File: src/logic/axiRamPkg.sv
package axiRamPkg;

    //////////////////////////////////////////////////
    // Fixed widths
    //////////////////////////////////////////////////

    // Transaction ID width, shared by all channels
    localparam int idWidth = 2;

    // AxLEN carries beat count minus one
    typedef logic [7:0] burstLength;

    //////////////////////////////////////////////////
    // AXI encodings
    //////////////////////////////////////////////////

    // Only FIXED and INCR bursts are handled
    typedef enum logic [1:0] {
        FIXED = 2'b00,
        INCR  = 2'b01
    } burstType;

    // Only OKAY is ever returned
    typedef enum logic [1:0] {
        OKAY   = 2'b00,
        EXOKAY = 2'b01,
        SLVERR = 2'b10,
        DECERR = 2'b11
    } response;

    // Command fields that travel with AWADDR / ARADDR
    typedef struct packed {
        logic [idWidth-1:0] id;
        burstLength         length;
        burstType           burst;
    } burstCommand;

    //////////////////////////////////////////////////
    // Controller states
    //////////////////////////////////////////////////

    typedef enum logic [1:0] {wrIdle, wrAddress, wrData, wrResponse} writeState;

    typedef enum logic [1:0] {rdIdle, rdAddress, rdStart, rdTransfer} readState;

endpackage

File: src/logic/byteLaneRam.sv
`timescale 1ns/1ps

module byteLaneRam
#(
    parameter int addrWidth = 8,
    parameter int dataWidth = 32
)
(
    input  logic                   clock,
    input  logic                   writeEnable,
    input  logic [addrWidth-1:0]   writeAddr,
    input  logic [dataWidth-1:0]   writeData,
    input  logic [dataWidth/8-1:0] writeStrobe,
    input  logic [addrWidth-1:0]   readAddr,
    output logic [dataWidth-1:0]   readData
);
    localparam int bytesPerBeat = dataWidth / 8;

    // One byte per address, whole address space
    logic [7:0] mem [0:2**addrWidth-1];

    // Strobed lanes, address wraps at top of memory
    always_ff @(posedge clock)
    begin
        for (int lane = 0; lane < bytesPerBeat; lane++)
        begin
            if (writeEnable && writeStrobe[lane])
                mem[writeAddr + addrWidth'(lane)] <= writeData[lane*8 +: 8];
        end
    end

    // Combinational read, lane n from base plus n
    for (genvar lane = 0; lane < bytesPerBeat; lane++)
    begin : readLane
        assign readData[lane*8 +: 8] = mem[readAddr + addrWidth'(lane)];
    end

endmodule

File: src/logic/axiWriteControl.sv
`timescale 1ns/1ps

module axiWriteControl
#(
    parameter int addrWidth = 8,
    parameter int dataWidth = 32
)
(
    input  logic                             clock,
    input  logic                             resetn,
    input  logic                             awValid,
    input  logic [addrWidth-1:0]             awAddr,
    input  axiRamPkg::burstCommand           awCommand,
    output logic                             awReady,
    input  logic                             wValid,
    input  logic [dataWidth-1:0]             wData,
    input  logic [dataWidth/8-1:0]           wStrobe,
    input  logic                             wLast,
    output logic                             wReady,
    input  logic                             bReady,
    output logic                             bValid,
    output logic [axiRamPkg::idWidth-1:0]    bId,
    output axiRamPkg::response               bResp,
    output logic                             writeEnable,
    output logic [addrWidth-1:0]             writeAddr,
    output logic [dataWidth-1:0]             writeData,
    output logic [dataWidth/8-1:0]           writeStrobe
);
    import axiRamPkg::*;

    localparam int bytesPerBeat = dataWidth / 8;
    localparam int laneWidth    = $clog2(bytesPerBeat);

    writeState          state;
    logic [idWidth-1:0] writeId;
    burstType           writeBurst;
    logic               awHandshake;
    logic               wHandshake;

    assign awHandshake = awValid && awReady;
    assign wHandshake  = wValid && wReady;

    // RAM write port follows the W channel directly
    assign writeEnable = wHandshake;
    assign writeData   = wData;
    assign writeStrobe = wStrobe;

    //////////////////////////////////////////////////
    // Burst address and command
    //////////////////////////////////////////////////

    always_ff @(posedge clock)
    begin
        if (awHandshake)
        begin
            // Align down to bus width
            writeAddr  <= {awAddr[addrWidth-1:laneWidth], {laneWidth{1'b0}}};
            writeId    <= awCommand.id;
            writeBurst <= awCommand.burst;
        end
        else if (wHandshake && !wLast && writeBurst == INCR)
            writeAddr <= writeAddr + addrWidth'(bytesPerBeat);
    end

    //////////////////////////////////////////////////
    // Write FSM
    //////////////////////////////////////////////////

    always_ff @(posedge clock or negedge resetn)
    begin
        if (!resetn)
        begin
            state   <= wrIdle;
            awReady <= 1'b0;
            wReady  <= 1'b0;
            bValid  <= 1'b0;
            bId     <= '0;
            bResp   <= OKAY;
        end
        else
        begin
            case (state)
                wrIdle:
                begin
                    if (awValid)
                    begin
                        awReady <= 1'b1;
                        state   <= wrAddress;
                    end
                end
                wrAddress:
                begin
                    // Held until the master's valid meets it
                    if (awHandshake)
                    begin
                        awReady <= 1'b0;
                        wReady  <= 1'b1;
                        state   <= wrData;
                    end
                end
                wrData:
                begin
                    if (wHandshake && wLast)
                    begin
                        wReady <= 1'b0;
                        bValid <= 1'b1;
                        bId    <= writeId;
                        bResp  <= OKAY;
                        state  <= wrResponse;
                    end
                end
                wrResponse:
                begin
                    // bId and bResp simply hold
                    if (bReady)
                    begin
                        bValid <= 1'b0;
                        state  <= wrIdle;
                    end
                end
                default:
                    state <= wrIdle;
            endcase
        end
    end

endmodule

File: src/logic/axiReadControl.sv
`timescale 1ns/1ps

module axiReadControl
#(
    parameter int addrWidth = 8,
    parameter int dataWidth = 32
)
(
    input  logic                             clock,
    input  logic                             resetn,
    input  logic                             arValid,
    input  logic [addrWidth-1:0]             arAddr,
    input  axiRamPkg::burstCommand           arCommand,
    output logic                             arReady,
    input  logic                             rReady,
    output logic                             rValid,
    output logic [dataWidth-1:0]             rData,
    output logic [axiRamPkg::idWidth-1:0]    rId,
    output axiRamPkg::response               rResp,
    output logic                             rLast,
    output logic [addrWidth-1:0]             readAddr,
    input  logic [dataWidth-1:0]             readData
);
    import axiRamPkg::*;

    localparam int bytesPerBeat = dataWidth / 8;
    localparam int laneWidth    = $clog2(bytesPerBeat);

    readState           state;
    logic [idWidth-1:0] readId;
    burstLength         readLength;
    burstType           readBurst;
    burstLength         beatCount;
    logic               arHandshake;
    logic               rHandshake;
    logic               presentBeat;

    assign arHandshake = arValid && arReady;
    assign rHandshake  = rValid && rReady;

    // A new word goes into rData here
    assign presentBeat = (state == rdStart) || (rHandshake && !rLast);

    //////////////////////////////////////////////////
    // Burst address and command
    //////////////////////////////////////////////////

    always_ff @(posedge clock)
    begin
        if (arHandshake)
        begin
            readAddr   <= {arAddr[addrWidth-1:laneWidth], {laneWidth{1'b0}}};
            readId     <= arCommand.id;
            readLength <= arCommand.length;
            readBurst  <= arCommand.burst;
        end
        // Point at the following word once this one is registered
        else if (presentBeat && readBurst == INCR)
            readAddr <= readAddr + addrWidth'(bytesPerBeat);
    end

    //////////////////////////////////////////////////
    // Read FSM
    //////////////////////////////////////////////////

    always_ff @(posedge clock or negedge resetn)
    begin
        if (!resetn)
        begin
            state     <= rdIdle;
            arReady   <= 1'b0;
            rValid    <= 1'b0;
            rData     <= '0;
            rId       <= '0;
            rResp     <= OKAY;
            rLast     <= 1'b0;
            beatCount <= '0;
        end
        else
        begin
            case (state)
                rdIdle:
                begin
                    if (arValid)
                    begin
                        arReady <= 1'b1;
                        state   <= rdAddress;
                    end
                end
                rdAddress:
                begin
                    if (arHandshake)
                    begin
                        arReady <= 1'b0;
                        state   <= rdStart;
                    end
                end
                rdStart:
                begin
                    // First beat, single-beat burst is last at once
                    rValid    <= 1'b1;
                    rData     <= readData;
                    rId       <= readId;
                    rResp     <= OKAY;
                    rLast     <= (readLength == '0);
                    beatCount <= '0;
                    state     <= rdTransfer;
                end
                rdTransfer:
                begin
                    if (rHandshake && rLast)
                    begin
                        rValid <= 1'b0;
                        rLast  <= 1'b0;
                        rData  <= '0;
                        state  <= rdIdle;
                    end
                    else if (rHandshake)
                    begin
                        // Next beat back to back
                        rData     <= readData;
                        beatCount <= beatCount + 8'd1;
                        rLast     <= (beatCount + 8'd1 == readLength);
                    end
                end
                default:
                    state <= rdIdle;
            endcase
        end
    end

endmodule

File: src/logic/axiSlaveRam.sv
`timescale 1ns/1ps

module axiSlaveRam
#(
    parameter int addrWidth = 8,
    parameter int dataWidth = 32
)
(
    input  logic                             clock,
    input  logic                             resetn,
    // AW channel
    input  logic                             awValid,
    output logic                             awReady,
    input  logic [addrWidth-1:0]             awAddr,
    input  axiRamPkg::burstCommand           awCommand,
    // W channel
    input  logic                             wValid,
    output logic                             wReady,
    input  logic [dataWidth-1:0]             wData,
    input  logic [dataWidth/8-1:0]           wStrobe,
    input  logic                             wLast,
    // B channel
    output logic                             bValid,
    input  logic                             bReady,
    output logic [axiRamPkg::idWidth-1:0]    bId,
    output axiRamPkg::response               bResp,
    // AR channel
    input  logic                             arValid,
    output logic                             arReady,
    input  logic [addrWidth-1:0]             arAddr,
    input  axiRamPkg::burstCommand           arCommand,
    // R channel
    output logic                             rValid,
    input  logic                             rReady,
    output logic [dataWidth-1:0]             rData,
    output logic [axiRamPkg::idWidth-1:0]    rId,
    output axiRamPkg::response               rResp,
    output logic                             rLast
);
    // Write side of the RAM
    logic                   writeEnable;
    logic [addrWidth-1:0]   writeAddr;
    logic [dataWidth-1:0]   writeData;
    logic [dataWidth/8-1:0] writeStrobe;

    // Read side, no arbitration needed
    logic [addrWidth-1:0]   readAddr;
    logic [dataWidth-1:0]   readData;

    axiWriteControl #(.addrWidth(addrWidth), .dataWidth(dataWidth)) writeControl_i (
        .clock(clock), .resetn(resetn),
        .awValid(awValid), .awAddr(awAddr), .awCommand(awCommand), .awReady(awReady),
        .wValid(wValid), .wData(wData), .wStrobe(wStrobe), .wLast(wLast), .wReady(wReady),
        .bReady(bReady), .bValid(bValid), .bId(bId), .bResp(bResp),
        .writeEnable(writeEnable), .writeAddr(writeAddr),
        .writeData(writeData), .writeStrobe(writeStrobe)
    );

    axiReadControl #(.addrWidth(addrWidth), .dataWidth(dataWidth)) readControl_i (
        .clock(clock), .resetn(resetn),
        .arValid(arValid), .arAddr(arAddr), .arCommand(arCommand), .arReady(arReady),
        .rReady(rReady), .rValid(rValid), .rData(rData), .rId(rId),
        .rResp(rResp), .rLast(rLast),
        .readAddr(readAddr), .readData(readData)
    );

    byteLaneRam #(.addrWidth(addrWidth), .dataWidth(dataWidth)) ram_i (
        .clock(clock),
        .writeEnable(writeEnable), .writeAddr(writeAddr),
        .writeData(writeData), .writeStrobe(writeStrobe),
        .readAddr(readAddr), .readData(readData)
    );

endmodule

File: config.mk
export PLATFORM = sky130hd
export DESIGN_NAME = axiSlaveRam
export DESIGN_NICKNAME = d
export VERILOG_FILES = /design/src/logic/axiRamPkg.sv /design/src/logic/byteLaneRam.sv /design/src/logic/axiWriteControl.sv /design/src/logic/axiReadControl.sv /design/src/logic/axiSlaveRam.sv
export SDC_FILE = /design/constraint.sdc
export NUM_CORES = 2
export LEC_CHECK = 0
export BUFFER_PORTS_ARGS = -buffer_cell sky130_fd_sc_hd__buf_2
export CORE_MARGIN = 3
export CORE_UTILIZATION = 30
export DETAILED_ROUTE_END_ITERATION = 8
export MAX_ROUTING_LAYER = met4
export SLEW_MARGIN = 20
export SYNTH_ARGS = -nofsm -noshare
export SYNTH_HDL_FRONTEND = slang
export SYNTH_SLANG_ARGS = --single-unit
File: constraint.sdc
create_clock -name clock -period 6.3 [get_ports clock]
set_input_delay 0.315 -clock clock [delete_from_list [all_inputs] [get_ports clock]]
set_output_delay 0.315 -clock clock [all_outputs]
set_load 0.005 [all_outputs]
==> run metrics <==
PortBufs 113; Slew HR 0.217; Tot GR Track Use 0.162; synthesis-stage register bit count 2130; part of the Yosys area used for sequential elements 0.764; TritonCTS clock tree built; antenna viol nets, final 0; worst-path fanout max 66; crit path DAT 4.67 ns; Worst Tran Pin Value 1.17 ns; Max Slew Vio Count 0; final instance area 94900 sq um; sw frac 0.283; vias in the first global route 42188; via-per-instance ratio 5.09; sw power 10.3 mW; starting density of the core 0.303; Clock Path Buffers 3; largest net degree at the start of global routing 103; DRT Pass-1 Iters 6; Iter 0 DRT Violations 4905; TNS Setup 0 ns; distinct cell type count after synthesis 64; chip height 533 microns; Peak Freq 0.255 GHz; IO Count 130; final worst path period share 0.622; hold_buf cts 37; Final Skew 0.0491 ns; floorplan core area 275000 sq um; Final Hold Vio Count 0; GPL Wtd Cong 0.836; critical path class register to register; drc violations 0; Cell Area, Synth 83400 sq um; Clock transition at path regs 0.06 ns; first-pass GRT wire length 322000 microns; warnings from Yosys 0; Core Rows 192; RSZ-0062 raised after global routing false; Final setup viols 0; Power Density 383 nW/um^2; worst endpoint required time 7.05 ns; max-cap violations 0; Skew-Pair Late Insertion Delay 0.85 ns; CTS root buf clkbuf_16; HPWL Detailed 141000 microns; top-area cell type share of the netlist area 0.748; status completed; Min Hold Slack 0.0269 ns; Leakage 29.0 nW; initial antenna violation count 41; area grow syn2layout 13.8%; Clk pwr share 0.335; clk sink count 2130; VDD IR max 338 uV; total CTS buffers 199; nets 4462; die area 284000 sq um; shortest clock period the worst path allows after layout 3.92 ns; sequential group share of total power 0.439; Area after DPL 87800 sq um; Routed WL 230000 microns; wire per inst 27.9 microns; kind of start point of the critical path register; worst hold path class primary input to register; PostCTS Resize Cnt 0; internal cell power 26.1 mW; cell taking the most area after synthesis edfxtp_1; Final Util 0.345; ys async rst share 0.0254; combinational share of power 0.226; EDFF count, synth 2076; H-tree depth 4; Syn Area/Cell 19.9 sq um; gr ovfl total 0; Primary FF master, synth edfxtp_1; fraction of layout cells with a size suffix above 1 0.247; via count 42027; Cells after Synth 4180; top cells by area, synth edfxtp_1 75%, mux4_2 9.3%, mux2_2 3.7%; total chip power 36.4 mW; Die X 533 microns; post-CTS setup repair buffer count 0; Worst Setup End Kind register
-- power groups by stage --
stage          registers (mW)  clock network [mW]  logic (mW)
2_1_floorplan            16.1                   0        5.67
3_3_place_gp             16.3                   0        8.22
3_5_place_dp             16.3                   0        8.26
4_1_cts                  16.0                12.4        8.30
5_1_grt                  16.0                12.9        8.66
6_report                 16.0                12.2        8.21
-- per-layer routing --
metal | track usage | routed length, microns | vias to the layer above
met2 | 0.252 | 110000 | 1711
met1 | 0.204 | 91400 | 22374
met3 | 0.0385 | 18900 | 419
li1 | - | - | 17523
met4 | 0.0658 | 9720 | 0
met5 | - | 0 | -
-- worst paths after layout --
path,start,endpoint,slack (ns),cells past startpoint
worst min register to register,writeControl_i.writeId[1]$_DFFE_PP_,writeControl_i.bId[1]$_DFFE_PN0P_,0.48,1
max in group asynchronous,resetn,readControl_i.rData[27]$_DFFE_PN0P_,5.20,3
worst min-delay path,wData[17],ram_i.mem[158][1]$_DFFE_PP_,0.03,1
worst max-delay path,readControl_i.readAddr[5]$_DFFE_PP_,readControl_i.rData[22]$_DFFE_PN0P_,2.38,7
min in group asynchronous,resetn,readControl_i.rData[8]$_DFFE_PN0P_,0.04,2
worst max register to register,readControl_i.readAddr[5]$_DFFE_PP_,readControl_i.rData[22]$_DFFE_PN0P_,2.38,7
-- stage by stage --
step                      worst slack [ns]  instances
after detailed placement              2.40       7810
after CTS                             2.39       8216
after global routing                  2.16       8251
after global placement                2.39       7810
final                                 2.38       8253
after floorplan                       4.20       4183
-- logic make-up (layout without fill, tap and decap cells) --
logic type	after synthesis	after routing	synth area share
flops	2130	2130	0.764
compound gates	415	415	0.0322
other cells	1	41	0.0000450
xor+xnor	21	21	0.00221
buf+inv	259	606	0.0191
simple gates	618	618	0.0335
fa+ha+maj	16	16	0.00240
mux	720	720	0.147
-- worst max-delay path, stage by stage (launching register included) --
cell	delay, ns
edfxtp_1	0.38
buf_12	0.44
or4b_2	0.87
buf_4	0.57
o22ai_1	0.17
nor4_1	0.80
o211ai_1	0.29
o21ai_1	0.19
-- synthesized netlist by cell type, drive strengths merged (43+ instances only) --
| library cell | n |
|---|---|
| nor2b | 43 |
| a21oi | 46 |
| o22ai | 201 |
| o21ai | 45 |
| buf | 165 |
| mux2 | 277 |
| nand2 | 138 |
| dfrtp | 54 |
| nor2 | 293 |
| clkbuf | 80 |
| edfxtp | 2076 |
| mux4 | 367 |
| mux2i | 76 |
-- final cells by class --
cell class	instances	area, sq um
clock inverters	110	1220
flip-flops and latches	2130	63700
well taps	3686	4610
repair buffers	223	1640
diodes	37	92.6
multi-input cells	1794	18200
fillers	25638	180000
inverters	14	52.6
clock buffers	259	5370
-- placed cells by master (no fill, tap or decap), drive strengths merged, types with 37 or more instances in the layout --
master	instances
nor2	293
mux4	367
diode	37
edfxtp	2076
a21oi	46
clkbuf	259
dfrtp	54
mux2i	76
mux2	277
nor4	39
o21ai	45
nor2b	43
o22ai	201
buf	186
nand2	138
clkinv	75
dlygate4sd3	37
-- registers in the layout (all words and copies together) (netlist names), 2 cells and up --
register / flops
ram_i.mem: 2048
readControl_i.beatCount: 8
readControl_i.rData: 32
readControl_i.rId: 2
readControl_i.readAddr: 6
readControl_i.readBurst: 2
readControl_i.readId: 2
readControl_i.readLength: 8
readControl_i.state: 2
writeControl_i.bId: 2
writeControl_i.state: 2
writeControl_i.writeAddr: 6
writeControl_i.writeBurst: 2
writeControl_i.writeId: 2
No activity file was read; power rests on OpenSTA's default activity.
